--- src/include/mmap_defines.svh ---
`ifndef MMAP_DEFINES_SVH
`define MMAP_DEFINES_SVH

// address and beat geometry
`define MMAP_ADDR_W 64
`define MMAP_DATA_W 512
`define MMAP_BYTES_LOG 6

// AXI length field and idle counter widths
`define MMAP_BURST_LEN_W 8
`define MMAP_WAIT_W 4

// burst inference limits
`define MMAP_MAX_WAIT 3
// length field value, so 16 beats
`define MMAP_MAX_BURST_LEN 15

// queue sizing
`define MMAP_FIFO_DEPTH 32
`define MMAP_FIFO_DEPTH_LOG 5

// fixed AR fields
`define MMAP_AXI_BURST_INCR 1
`define MMAP_AXI_CACHE 4'b0011

`endif

--- src/rtl/mmap_pkg.sv ---
`include "mmap_defines.svh"

package mmap_pkg;

  // byte address on the AXI side
  typedef logic [`MMAP_ADDR_W-1:0] addr_t;

  // one beat of read data
  typedef logic [`MMAP_DATA_W-1:0] data_t;

  // beats minus one, as carried in arlen
  typedef logic [`MMAP_BURST_LEN_W-1:0] burst_len_t;

  // idle cycles seen while a burst is open
  typedef logic [`MMAP_WAIT_W-1:0] wait_t;

  // one AR request
  typedef struct packed {
    burst_len_t len;
    addr_t      addr;
  } burst_req_t;

endpackage

--- src/rtl/mmap_fifo.sv ---
`include "mmap_defines.svh"

module mmap_fifo #(
  parameter type T = logic
) (
  input  logic clk,
  input  logic rst_n,
  // push side
  input  T     din,
  input  logic write,
  output logic full_n,
  // pop side
  output T     dout,
  input  logic read,
  output logic empty_n
);

  localparam logic [`MMAP_FIFO_DEPTH_LOG:0] full_count = `MMAP_FIFO_DEPTH;

  T mem [`MMAP_FIFO_DEPTH];

  logic [`MMAP_FIFO_DEPTH_LOG-1:0] wr_ptr;
  logic [`MMAP_FIFO_DEPTH_LOG-1:0] rd_ptr;
  logic [`MMAP_FIFO_DEPTH_LOG:0]   count;
  logic                            do_push;
  logic                            do_pop;

  function automatic logic [`MMAP_FIFO_DEPTH_LOG-1:0] next_ptr(
    input logic [`MMAP_FIFO_DEPTH_LOG-1:0] ptr
  );
    if (ptr == `MMAP_FIFO_DEPTH_LOG'(`MMAP_FIFO_DEPTH - 1)) begin
      return '0;
    end
    return ptr + 1'b1;
  endfunction

  // requests against a full or empty queue are dropped here
  assign do_push = write && full_n;
  assign do_pop  = read && empty_n;

  assign full_n  = (count != full_count);
  assign empty_n = (count != '0);

  // head entry is always visible
  assign dout = mem[rd_ptr];

  always_ff @(posedge clk) begin
    if (do_push) begin
      mem[wr_ptr] <= din;
    end
  end

  always_ff @(posedge clk) begin
    if (!rst_n) begin
      wr_ptr <= '0;
      rd_ptr <= '0;
      count  <= '0;
    end else begin
      if (do_push) begin
        wr_ptr <= next_ptr(wr_ptr);
      end
      if (do_pop) begin
        rd_ptr <= next_ptr(rd_ptr);
      end
      case ({do_push, do_pop})
        2'b10:   count <= count + 1'b1;
        2'b01:   count <= count - 1'b1;
        default: count <= count;
      endcase
    end
  end

endmodule

--- src/rtl/read_addr_intake.sv ---
`include "mmap_defines.svh"

module read_addr_intake (
  input  logic              clk,
  input  logic              rst_n,
  // base of the memory region
  input  mmap_pkg::addr_t   offset,
  // word indices from the user
  input  mmap_pkg::addr_t   read_addr_din,
  input  logic              read_addr_write,
  output logic              read_addr_full_n,
  // byte addresses to the burst detector
  output mmap_pkg::addr_t   addr_dout,
  output logic              addr_empty_n,
  input  logic              addr_read
);

  mmap_pkg::addr_t byte_addr;

  // word index to byte address, one beat per index
  assign byte_addr = offset + (read_addr_din << `MMAP_BYTES_LOG);

  mmap_fifo #(
    .T(mmap_pkg::addr_t)
  ) addr_fifo (
    .clk    (clk),
    .rst_n  (rst_n),
    .din    (byte_addr),
    .write  (read_addr_write),
    .full_n (read_addr_full_n),
    .dout   (addr_dout),
    .read   (addr_read),
    .empty_n(addr_empty_n)
  );

endmodule

--- config.mk ---
export PLATFORM = sky130hd
export DESIGN_NAME = read_addr_intake
export DESIGN_NICKNAME = d
export VERILOG_FILES = /design/src/rtl/mmap_pkg.sv /design/src/rtl/mmap_fifo.sv /design/src/rtl/read_addr_intake.sv
export VERILOG_INCLUDE_DIRS = /design/src /design/src/include
export SDC_FILE = /design/constraint.sdc
export NUM_CORES = 2
export LEC_CHECK = 0
export BUFFER_PORTS_ARGS = -buffer_cell sky130_fd_sc_hd__buf_4
export CAP_MARGIN = 20
export CORE_MARGIN = 2
export CORE_UTILIZATION = 50
export CTS_CLUSTER_SIZE = 24
export DETAILED_ROUTE_END_ITERATION = 16
export GPL_ROUTABILITY_DRIVEN = 0
export PLACE_DENSITY = 0.66
export SYNTH_ARGS = -nofsm -noshare
export SYNTH_HDL_FRONTEND = slang
export SYNTH_HIERARCHICAL = 1
export SYNTH_SLANG_ARGS = --single-unit
--- constraint.sdc ---
create_clock -name clk -period 6.9 [get_ports clk]
set_clock_uncertainty 0.1 [all_clocks]
set_input_delay 1.725 -clock clk [delete_from_list [all_inputs] [get_ports clk]]
set_output_delay 1.725 -clock clk [all_outputs]
set_load 0.01 [all_outputs]
; ---- Word level (Yosys, flattened, before mapping)
; Memories as Yosys holds them, arrays and structs flattened. A register that Yosys moved wholly into a read port is not among the register bits.
; Index checks and enable logic that the tools add are counted.
; Widths: inputs -> output; s select.
[classes]
n_addsub = 5
n_eq_ne = 5
n_mux = 15
reduce_logical = 4
[op_table]
columns = op, n
row1 = $add 64x64->64, 1
row2 = $mux 5, 6
row3 = $pmux 6 s2, 1
row4 = $add 5x1->5 const B, 2
row5 = $eq 5x5->1 const B, 2
row6 = $mux 1, 8
row7 = $add 6x1->6 const B, 1
row8 = $ne 6x6->1 const B, 1
row9 = $reduce_bool 6->1, 1
row10 = $sub 6x1->6 const B, 1
row11 = $eq 2x1->1 const B, 1
row12 = $eq 2x2->1 const B, 1
row13 = $logic_and 1x1->1, 2
row14 = $reduce_bool 2->1, 1
[word_totals]
ff_bits = 16
mem_bits_rw = 2048
inputBits = 132
out_inout_bits = 66
elab_cells = 33
mem_count = 1
[memory_table]
columns = name, words, word_bits, read_ports, rd_ports_with_merged_regs, write_ports, line
row1 = addr_fifo.mem, 32, 64, 1, 1, 1, mmap_fifo.sv:20  ; T mem [`MMAP_FIFO_DEPTH];

; ---- Depth between registers and ports, before layout
[logic_depth]
ltp_word = 7
depth_mapped = 12

; ---- Cells and area by module
; Netlist, hierarchy kept.
[modules_own_cells]
columns = mod, n_inst, cells_per_inst, area_per_inst_um2
row1 = mmap_fifo, 1, 3666, 78798.1
row2 = read_addr_intake, 1, 498, 3343.2

; ---- Worst setup path before layout
; OpenSTA, ideal clock, no wires.
[synth_timing]
kind = input-to-reg
startpoint = in offset[6]
endpoint = mem addr_fifo/mem[0][32] (netlist bit), data pin
setup_time_ns = 0.387
arrival_time_ns = 4.923
path_slack_ns = 1.489
stages = 12
n_path_buf = 0
path_cell_list = ha_1 -> inv_1 -> fa_1 -> nand2b_1 -> a21o_1 -> and3_1 -> o41ai_2 -> a31oi_1 -> o21a_1 -> nor4_1 -> a31oi_1 -> xnor2_1
[synth_via]
elab_chain_len = 1
[synth_rtl]
columns = element, line
row1 = "start, declared", read_addr_intake.sv:7  ; input mmap_pkg::addr_t offset,
row2 = $add 64x64->64, read_addr_intake.sv:21  ; assign byte_addr = offset + (read_addr_din << `MMAP_BYTES_LOG);
row3 = via byte_addr[32], read_addr_intake.sv:18  ; mmap_pkg::addr_t byte_addr;
row4 = "end, declared", mmap_fifo.sv:20
; The timed path passes the listed nets, and every way through them passes these cells.

==> out/qor.txt <==
Commonest non-fill, non-tap cell in the layout - edfxtp_1
Sequential share of power - 49.4%
Period utilization - 86.8%
Drc violations - 0
DIE AREA - 168000 µm²
CTS Root Cell - clkbuf_16
Initial DRC count - 5396
Post-synthesis register bit count - 2069
Fin area - 94200 µm²
Post-synth top flop - edfxtp_1
Total clock sinks - 2069
Initial antenna violation count - 4
Port Buffer Count - 191
Via count - 43764
CP endpoint kind - primary output
Fillers - 12005
WP data arrival - 4170 ps
Drt pass-1 iters - 7
Worst EP required - 5080 ps
Sw Share - 25.1%
Slew of the pin with the lowest slew margin - 1170 ps
Power per standard cell area - 317 nW/µm²
Post-synth top area share - 74.9%
Setup TNS - 0 ps
Post-layout util - 57.8%
F_max - 167 MHz
EDFF count, synth - 2048
Rows - 148
Maximum VDD drop - 0.221 mV
Clock Latency Late Sink - 830 ps
Dpl hpwl - 121000 µm
Syn_area_per_cell - 19.7 µm²
Sw power - 7.50 mW
Warning count from the yosys run - 6
Synth area leader - edfxtp_1
Synth area leaders - edfxtp_1, mux4_2, mux2i_1
Cells after synthesis - 4164
Worst-path clk slew - 60 ps
DRT Wirelength - 218000 µm
Critical Path Source Type - flip-flop
Die height - 409 µm
Final min period - 5990 ps
Clock Path Buffers - 3
Boundary pin count - 198
RSZ-0062 raised after global routing - false
Fin worst setup slack - 908 ps
Max_slew headroom - 21.7%
Vias per cell - 6.39
Status - finished clean
Netlist cell types - 88
Seq/Total Area, Yosys - 75.4%
GRT Util Overall - 25.8%
H-tree levels - 4
Comb pwr share - 14.6%
Die X-Extent - 409 µm
Final slew viol count - 0
Cts bufs inserted - 200
Overflow after GRT - 0
Share of layout cells above drive strength 1 - 24.0%
Pin count of the biggest net entering global routing - 104
Most frequent cells in the layout - edfxtp_1, mux4_2, mux2i_1, buf_4, clkbuf_16
Core Footprint - 163000 µm²
Area Overhead vs Synth - 14.6%
Placed cell areas - 87600 µm²
Clock power share - 36.0%
TritonCTS clock tree - built
Nets - 4707
CTS resizes - 0
Max Cap Viol - 0
Post-DR wirelength/cell - 31.8 µm
Int Power - 22.4 mW
FFs w/ async S/R, synth - 0%
Endpoints failing setup - 0
Mapped Area - 82100 µm²
Final Hold Fails - 0
Antenna viol nets, final - 0
Static Leakage - 28.9 nW
First-pass GRT wire length - 309000 µm
Vias in the first global route - 43391
R2R setup slack - 3430 ps
Post-cts hold buffer count - 0
Net Count, Synth - 4364
Initial Util - 50.4%
Pwr Total - 29.9 mW
Worst-path fanout max - 36
Setup CP Type - reg2out
Number of diodes - 0
HP Class - reg2reg
Setup bufs post-CTS - 0
Dpl ws - 368 ps
synth_stat cells (6+ instances only):
library cell / number
clkbuf_1: 108
ha_1: 67
xnor2_1: 27
o21bai_1: 6
a211oi_1: 28
or3_1: 12
a21oi_1: 79
buf_4: 14
o21ai_0: 109
buf_6: 10
inv_1: 22
nor2b_1: 30
o21ai_1: 9
xor2_1: 29
o32ai_1: 6
edfxtp_1: 2048
a31oi_1: 12
a221oi_1: 75
a22oi_1: 163
o31ai_1: 6
dfxtp_1: 21
nand2b_1: 16
o22ai_1: 24
mux2i_1: 332
a21o_1: 22
o21a_1: 12
nand2_1: 77
nand4_1: 73
mux2_2: 10
buf_2: 93
nand3_1: 27
mux4_2: 343
nor3_1: 42
nor2_1: 87
and2_1: 11
sequential cells by signal, indices dropped and copies added, names as in the netlist, named ones only:
name	cells
addr_fifo/mem	2048
addr_fifo/count	6
addr_fifo/rd_ptr	5
addr_fifo/wr_ptr	5
critical path, stage by stage (launching register included):
cell     delay, ps
dfxtp_4        800
buf_4          520
buf_4          640
mux4_2         570
o21ai_0        260
nand4_1        240
buf_4          220
metal layers:
metal | wire (µm) | GRT usage (%) | up-vias | part of all wire (%)
li1 | - | - | 18104 | -
met1 | 88800 | 37.1 | 23085 | 41
met2 | 102000 | 40.2 | 2208 | 47
met3 | 20700 | 5.32 | 365 | 9.5
met4 | 6250 | 7.81 | 2 | 2.9
met5 | 8 | 0 | - | 0.0037
logic make-up after synthesis:
family,after synthesis,synth area share (%)
flip-flops,2069,75.4
multiplexers,685,13.6
AO/OA/AOI/OAI,596,5.04
AND/OR/NAND/NOR,434,2.88
buffers and inverters,256,1.47
adder cells (fa/ha/maj),68,1.04
XOR/XNOR,56,0.597
cell type report:
cell class / instances / area, µm² / share of cell area, %
Sequential cell: 2069 / 61900 / 65.8
Multi-Input combinational cell: 1839 / 19700 / 20.9
Clock buffer: 254 / 5290 / 5.62
Timing Repair Buffer: 372 / 3350 / 3.55
Tap cell: 2175 / 2720 / 2.89
Clock inverter: 118 / 1090 / 1.16
Inverter: 25 / 93.8 / 0.0997
worst paths after layout:
path                                         start               endpoint  depth (start not counted)
worst max register to register  addr_fifo/count[2]  addr_fifo/mem[23][46]                          5
worst min register to register  addr_fifo/count[4]     addr_fifo/count[4]                          2
worst max-delay path                     flip-flop          addr_dout[40]                          6
worst min-delay path            addr_fifo/count[4]     addr_fifo/count[4]                          2
through the flow:
step	hold slack, ps	cells
4_1_cts	390	6837
3_5_place_dp	378	6465
3_3_place_gp	372	6460
6_report	388	6852
5_1_grt	436	6852
2_1_floorplan	357	4164
power groups by stage:
stage,Combinational (mW),Sequential (mW),Clock (mW)
after floorplan,2.63,15.0,0
after global placement,4.24,15.0,0
after detailed placement,4.33,15.1,0
after CTS,4.34,14.8,10.8
after global routing,4.66,14.8,11.3
final,4.35,14.8,10.8
(Power assumes the default switching activity.)
