--- config.mk ---
export PLATFORM = sky130hd
export DESIGN_NAME = burst_detect
export DESIGN_NICKNAME = d
export VERILOG_FILES = /design/src/rtl/mmap_pkg.sv /design/src/rtl/burst_detect.sv
export VERILOG_INCLUDE_DIRS = /design/src /design/src/include
export SDC_FILE = /design/constraint.sdc
export NUM_CORES = 1
export LEC_CHECK = 0
export BUFFER_PORTS_ARGS = -buffer_cell sky130_fd_sc_hd__clkbuf_2
export CAP_MARGIN = 20
export CORE_MARGIN = 4
export CORE_UTILIZATION = 40
export CTS_BUF_LIST = sky130_fd_sc_hd__clkbuf_8
export CTS_CLUSTER_DIAMETER = 150
export DETAILED_ROUTE_END_ITERATION = 8
export PLACE_DENSITY = 0.62
export SLEW_MARGIN = 20
export SYNTH_ARGS = -nofsm -noshare
export SYNTH_HDL_FRONTEND = slang
export SYNTH_SLANG_ARGS = --single-unit
--- constraint.sdc ---
create_clock -name clk -period 6.4 [get_ports clk]
set_input_delay 1.6 -clock clk [delete_from_list [all_inputs] [get_ports clk]]
set_output_delay 1.6 -clock clk [all_outputs]
set_load 0.1 [all_outputs]
--- src/include/mmap_defines.svh ---
`ifndef MMAP_DEFINES_SVH
`define MMAP_DEFINES_SVH

// address and beat geometry
`define MMAP_ADDR_W 64
`define MMAP_DATA_W 512
`define MMAP_BYTES_LOG 6

// AXI length field and idle counter widths
`define MMAP_BURST_LEN_W 8
`define MMAP_WAIT_W 4

// burst inference limits
`define MMAP_MAX_WAIT 3
// length field value, so 16 beats
`define MMAP_MAX_BURST_LEN 15

// queue sizing
`define MMAP_FIFO_DEPTH 32
`define MMAP_FIFO_DEPTH_LOG 5

// fixed AR fields
`define MMAP_AXI_BURST_INCR 1
`define MMAP_AXI_CACHE 4'b0011

`endif

--- src/rtl/mmap_pkg.sv ---
`include "mmap_defines.svh"

package mmap_pkg;

  // byte address on the AXI side
  typedef logic [`MMAP_ADDR_W-1:0] addr_t;

  // one beat of read data
  typedef logic [`MMAP_DATA_W-1:0] data_t;

  // beats minus one, as carried in arlen
  typedef logic [`MMAP_BURST_LEN_W-1:0] burst_len_t;

  // idle cycles seen while a burst is open
  typedef logic [`MMAP_WAIT_W-1:0] wait_t;

  // one AR request
  typedef struct packed {
    burst_len_t len;
    addr_t      addr;
  } burst_req_t;

endpackage

--- src/rtl/burst_detect.sv ---
`include "mmap_defines.svh"

module burst_detect (
  input  logic                 clk,
  input  logic                 rst_n,
  // single byte addresses in
  input  mmap_pkg::addr_t      addr_dout,
  input  logic                 addr_empty_n,
  output logic                 addr_read,
  // merged bursts out
  output mmap_pkg::burst_req_t burst_din,
  output logic                 burst_write,
  input  logic                 burst_full_n
);

  localparam mmap_pkg::addr_t      beat_bytes = mmap_pkg::addr_t'(1) << `MMAP_BYTES_LOG;
  localparam mmap_pkg::burst_len_t max_len    = `MMAP_MAX_BURST_LEN;
  localparam mmap_pkg::wait_t      max_wait   = `MMAP_MAX_WAIT;

  // open burst
  logic                 open;
  mmap_pkg::addr_t      start_addr;
  mmap_pkg::burst_len_t cur_len;
  mmap_pkg::addr_t      next_addr;
  mmap_pkg::wait_t      wait_cnt;

  logic contig;
  logic len_full;
  logic timed_out;
  logic extend;
  logic close;
  logic emit;
  logic start_new;

  assign contig    = addr_empty_n && (addr_dout == next_addr);
  assign len_full  = (cur_len == max_len);
  assign timed_out = !addr_empty_n && (wait_cnt == max_wait);

  // grow the burst while the head address follows on
  assign extend = open && contig && !len_full;

  // break in the run, 16 beats reached, or idle too long
  assign close = open && !extend && (len_full || addr_empty_n || timed_out);

  // a closed burst holds until the burst queue has room
  assign emit = close && burst_full_n;

  // the address that broke the run opens the next burst in the same cycle
  assign start_new = addr_empty_n && (!open || emit);

  assign addr_read   = extend || start_new;
  assign burst_write = emit;
  assign burst_din   = '{len: cur_len, addr: start_addr};

  always_ff @(posedge clk) begin
    if (!rst_n) begin
      open     <= 1'b0;
      cur_len  <= '0;
      wait_cnt <= '0;
    end else if (start_new) begin
      open     <= 1'b1;
      cur_len  <= '0;
      wait_cnt <= '0;
    end else if (extend) begin
      cur_len  <= cur_len + 1'b1;
      wait_cnt <= '0;
    end else if (emit) begin
      open     <= 1'b0;
      wait_cnt <= '0;
    end else if (open && !addr_empty_n && wait_cnt != max_wait) begin
      wait_cnt <= wait_cnt + 1'b1;
    end
  end

  // start and expected next address
  always_ff @(posedge clk) begin
    if (start_new) begin
      start_addr <= addr_dout;
      next_addr  <= addr_dout + beat_bytes;
    end else if (extend) begin
      next_addr <= next_addr + beat_bytes;
    end
  end

endmodule

; After elaboration in Yosys (flattened, before gate mapping)
; Cells that the tools add are included.
[word_totals]
out_inout_bits = 74
rom_bits = 0
ff_bits = 141
n_memories = 0
word_cells = 43
in_bits = 68
mem_bits_rw = 0
latch_bits = 0
[op_classes]
magnitude_cmp = 0
n_reduce_logical = 23
n_bitwise = 1
n_addsub = 4
n_eq_ne = 5
mux = 5
n_mul = 0
div = 0
shifts = 0
[ops]
columns = operator, n
row1 = adder 64 x 7 -> 64 bit (second input constant), 2
row2 = 2-to-1 mux 64 bit, 2
row3 = equality test 64 bit, 1
row4 = logical AND 1 bit, 10
row5 = adder 8 x 1 -> 8 bit (second input constant), 1
row6 = equality test 8 x 4 -> 1 bit (second input constant), 1
row7 = adder 4 x 1 -> 4 bit (second input constant), 1
row8 = equality test 4 x 2 -> 1 bit (second input constant), 1
row9 = zero test 1 bit, 4
row10 = logical OR 1 bit, 4
row11 = inequality test 4 x 2 -> 1 bit (second input constant), 1
row12 = nonzero test 2 bit, 2
row13 = OR reduction 4 bit, 1
row14 = 2-to-1 mux 1 bit, 3
row15 = inequality test 2 x 1 -> 1 bit (second input constant), 1
row16 = AND reduction 2 bit, 1
row17 = OR reduction 2 bit, 1
row18 = inverter 1 bit, 1

; Depth between registers and ports, before layout
[depth]
ltp_word = 12
ltp_mapped = 18
ltp_nobuf = 12

; Worst setup path before layout
; No wires, ideal clock.
[synth_path]
path_type = input to output
from = input addr_dout[4]
to = output addr_read
required_time_ps = 4800
setup_slack_ps = 71
path_buffers = 0
stages = 6
arrival_ps = 4729
cell_sequence = xnor2_1 o2111ai_1 or4_1 nor3_2 nand2_1 nand2_1
[synth_between]
elab_chain_cells = 11
[synth_lines]
columns = element, line_no
row1 = "start, declared", burst_detect.sv:7  ; input mmap_pkg::addr_t addr_dout,
row2 = equality test 64 bit (*), burst_detect.sv:35  ; assign contig = addr_empty_n && (addr_dout == next_addr);
row3 = logical AND 1 bit (*), burst_detect.sv:35
row4 = logical AND 1 bit (*) (2 in a row), burst_detect.sv:40  ; assign extend = open && contig && !len_full;
row5 = zero test 1 bit, burst_detect.sv:43  ; assign close = open && !extend && (len_full || addr_empty_n || timed_out);
row6 = logical AND 1 bit (2 in a row), burst_detect.sv:43
row7 = logical AND 1 bit, burst_detect.sv:46  ; assign emit = close && burst_full_n;
row8 = logical OR 1 bit, burst_detect.sv:49  ; assign start_new = addr_empty_n && (!open || emit);
row9 = logical AND 1 bit, burst_detect.sv:49
row10 = logical OR 1 bit (*), burst_detect.sv:51  ; assign addr_read = extend || start_new;
row11 = "end, declared", burst_detect.sv:9  ; output logic addr_read,
; Mark *: on every way between the ends. The rest lies on a longest branch, timed or not.

; Worst setup path in the final report
[layout_path]
from = input addr_dout[35]
to = output burst_write
[layout_between]
elab_chain_cells = 8
[layout_lines]
columns = element, line_no
row1 = equality test 64 bit, burst_detect.sv:35
row2 = logical AND 1 bit, burst_detect.sv:35
row3 = logical AND 1 bit (2 in a row), burst_detect.sv:40
row4 = zero test 1 bit, burst_detect.sv:43
row5 = logical AND 1 bit (2 in a row), burst_detect.sv:43
row6 = logical AND 1 bit, burst_detect.sv:46
row7 = "end, declared", burst_detect.sv:12  ; output logic burst_write,
; No other way between the ends.

==> results.json <==
{
  "status": "finished clean",
  "hold_path_class": "reg -> reg",
  "grt_overflow_total": 0,
  "rows": 52,
  "worst-path-stages": 8,
  "cp_max_fo": 8,
  "drt-initial-drc-count": 587,
  "gp_congestion": 0.925,
  "route.detailed.drc": 0,
  "rsz0062_at_grt": "no",
  "synth_top_cell_area_share": 0.467,
  "hold_buffers": 0,
  "crit_slowest_cell": "a2111oi_0",
  "setup-tns-final_ns": 0,
  "worstSetupPathType": "in -> out",
  "yosysSeqAreaShare": 0.499,
  "clk-insertion-delay-late_ns": 0.47,
  "die_width_um": 151,
  "start_util": 0.407,
  "fp.dieH_um": 151,
  "intPower_mw": 1.64,
  "crit_chain": "clkbuf_2, nor2b_1, a2111oi_0, nand4_1, nor4_4, nand2_1, and2_1, clkbuf_2",
  "vias": 6428,
  "core_area_um2": 20200,
  "grt_pass1_vias": 6150,
  "reg2reg_setup_slack_ns": 2.20,
  "critPathMaxStageDelay_ns": 0.64,
  "grt_usage": 0.201,
  "antenna_cells": 0,
  "async_flop_share": 0,
  "synth_top_area_cell": "edfxtp_1",
  "maxSlewViolCount": 0,
  "min_period_over_period": 0.877,
  "grt_antenna_before_repair": 0,
  "cts_setup_buffers": 0,
  "areaGrowthSynthToFinish_pct": 17.6,
  "end_kind": "output pin",
  "critPathLaunch": "addr_dout[35]",
  "combPwrFrac": 0.203,
  "drt_pass1_iterations": 7,
  "synth_ff_type": "edfxtp_1",
  "p_seq_frac": 0.470,
  "numCtsBuffers": 17,
  "synthCells": 756,
  "ys_top_cells_by_area": "edfxtp_1 (47%), xor2_1 (7.6%), mux2i_1 (6.8%), xnor2_1 (5.6%), nand3_1 (3.3%)",
  "via_per_inst": 5.42,
  "worstMarginPinSlew_ns": 0.852,
  "cts.sinks": 141,
  "drtAntennaViolNets": 0,
  "syn_area_um2": 8230,
  "wire_per_inst_um": 19.1,
  "r2r_cells": 11,
  "vdd_ir_drop_max_mv": 0.130,
  "n_fill_cell": 1921,
  "synth_edf_count": 128,
  "finalNetCount": 973,
  "hold_viol_final": 0,
  "cts_buffer_depth": 2,
  "crit_required_ns": 4.80,
  "fmax_mhz": 178,
  "period_needed_ns": 5.61,
  "p_switching_mw": 0.775,
  "port_buffers": 141,
  "grt_start_max_net_pins": 61,
  "cts_root_buf": "clkbuf_8",
  "cts_resized": 0,
  "synth_fp_nets": 827,
  "htreeDepth": 4,
  "power_density_nw_per_um2": 249,
  "worstSetupEndpoint": "burst_write",
  "crit_top_cell": "clkbuf_2",
  "fin_skew_ns": 0.0316,
  "cap_violations": 0,
  "grt_pass1_wl_um": 35100,
  "startpoint_type": "input pin",
  "synth.avg_cell_area_um2": 10.9,
  "switching_share": 0.321,
  "drive_gt1_frac": 0.217,
  "clockPowerShare": 0.327,
  "arrival_ns": 4.01,
  "reg2reg_to": "next_addr[44]$_DFFE_PP_",
  "max-slew-margin-rel": 0.432,
  "post-dp-hpwl_um": 16700,
  "io_pins": 142,
  "p_leak_nw": 3.56,
  "r2r_start": "cur_len[0]$_SDFFE_PP0P_",
  "ys_types": 62,
  "crit_family": "simple AND/OR/NAND/NOR gates",
  "clkTransAtPathRegs_ns": 0.07,
  "yosys_register_bits": 141,
  "total_power_mw": 2.41,
  "ys_warn_count": 0,
  "critPathBufInv": 2,
  "die-area_um2": 22900,
  "cts_tree": "yes",
  "detail_route.wirelength_um": 22600,
  "setup_viol": 0
}
-- state kept, by name (all words and copies together) (netlist names) --
register,cells
start_addr,64
open,1
wait_cnt,4
next_addr,64
cur_len,8
-- cell type report --
| type | instances | area (µm²) | area share |
|---|---|---|---|
| sequential | 141 | 4100 | 0.424 |
| multi-input combinational | 566 | 3920 | 0.405 |
| timing repair buffer | 151 | 796 | 0.0822 |
| tap | 270 | 338 | 0.0349 |
| clock buffer | 18 | 248 | 0.0256 |
| clock inverter | 14 | 178 | 0.0184 |
| inverter | 25 | 93.8 | 0.00970 |
-- cells by family (layout without fill, tap and decap cells) --
group / Yosys count / count (layout) / synth area share
buf+inv: 49 / 208 / 0.0264
compound gates: 68 / 68 / 0.0608
simple gates: 309 / 309 / 0.199
fa+ha+maj: 3 / 3 / 0.00456
mux: 62 / 62 / 0.0790
flops: 141 / 141 / 0.499
xor+xnor: 124 / 124 / 0.132
-- synth_stat cells, types with 4 or more instances --
cell	instances
and3_1	17
buf_2	9
xor2_1	71
dfxtp_1	13
mux2i_1	56
nand2_1	52
a2111oi_0	5
nand4_1	35
nand3_1	54
xnor2_1	53
nor2_1	54
o21ai_0	14
and2_1	10
nor4_1	13
or4_1	4
a21oi_1	15
nor3_1	20
inv_1	24
nand2b_1	6
edfxtp_1	128
nor2b_1	24
mux2_2	4
nor3b_1	4
clkbuf_1	10
-- how the worst min path moves through the flow --
stage / slack [ns] / cells after the start / end / start
finish: 0.55 / 2 / wait_cnt[1]$_SDFFE_PP0P_ / wait_cnt[1]$_SDFFE_PP0P_
global route: 0.60 / 2 / wait_cnt[1]$_SDFFE_PP0P_ / wait_cnt[1]$_SDFFE_PP0P_
CTS: 0.55 / 2 / wait_cnt[1]$_SDFFE_PP0P_ / wait_cnt[1]$_SDFFE_PP0P_
detailed placement: 0.54 / 2 / wait_cnt[1]$_SDFFE_PP0P_ / wait_cnt[1]$_SDFFE_PP0P_
global placement: 0.52 / 2 / cur_len[7]$_SDFFE_PP0P_ / cur_len[7]$_SDFFE_PP0P_
floorplan: 0.51 / 2 / wait_cnt[1]$_SDFFE_PP0P_ / wait_cnt[1]$_SDFFE_PP0P_
-- routing by layer --
metal,wire length (µm),global-route usage,vias to the layer above
met4,601,0.0789,0
met1,10200,0.278,3072
met3,1710,0.0521,41
li1,-,-,3080
met2,10100,0.302,235
met5,0,0,-
-- power groups by stage --
stage	registers (mW)	logic, mW	clock network [mW]
finish	1.13	0.490	0.790
detailed placement	1.15	0.488	0
CTS	1.13	0.490	0.809
global placement	1.15	0.487	0
floorplan	1.31	0.189	0
global route	1.14	0.521	0.851
-- worst min-delay path: stages (launching register included) --
cell     delay (ns)
dfxtp_1        0.33
mux2i_1        0.12
nor2b_1        0.06
-- per-stage QoR --
| step | cells | worst slack, ns | area (µm²) | hold slack, ns | util |
|---|---|---|---|---|---|
| after floorplan | 756 | 0.0709 | 8230 | 0.510 | - |
| after global placement | 1153 | 0.864 | 9250 | 0.525 | 0.457 |
| after detailed placement | 1153 | 0.827 | 9250 | 0.538 | 0.457 |
| after CTS | 1185 | 0.817 | 9680 | 0.550 | 0.478 |
| after global routing | 1185 | 0.653 | 9680 | 0.601 | 0.478 |
| final | 1185 | 0.786 | 9680 | 0.548 | 0.478 |
-- placed cells by master, fill, tap and decap left out, drive strengths merged, types with 4 or more instances in the layout --
| master | instances |
|---|---|
| or4 | 4 |
| a2111oi | 7 |
| a211oi | 4 |
| nand2b | 6 |
| nand4 | 36 |
| xor2 | 71 |
| and2 | 11 |
| nand2 | 52 |
| nor2 | 54 |
| xnor2 | 53 |
| buf | 11 |
| a21oi | 16 |
| nor2b | 24 |
| clkinv | 5 |
| nand3 | 54 |
| o21ai | 15 |
| and3 | 17 |
| nor3b | 5 |
| clkbuf | 158 |
| mux2i | 58 |
| edfxtp | 128 |
| nor3 | 21 |
| dfxtp | 13 |
| inv | 28 |
| mux2 | 4 |
| bufinv | 4 |
| nor4 | 14 |
(Power assumes the default switching activity.)
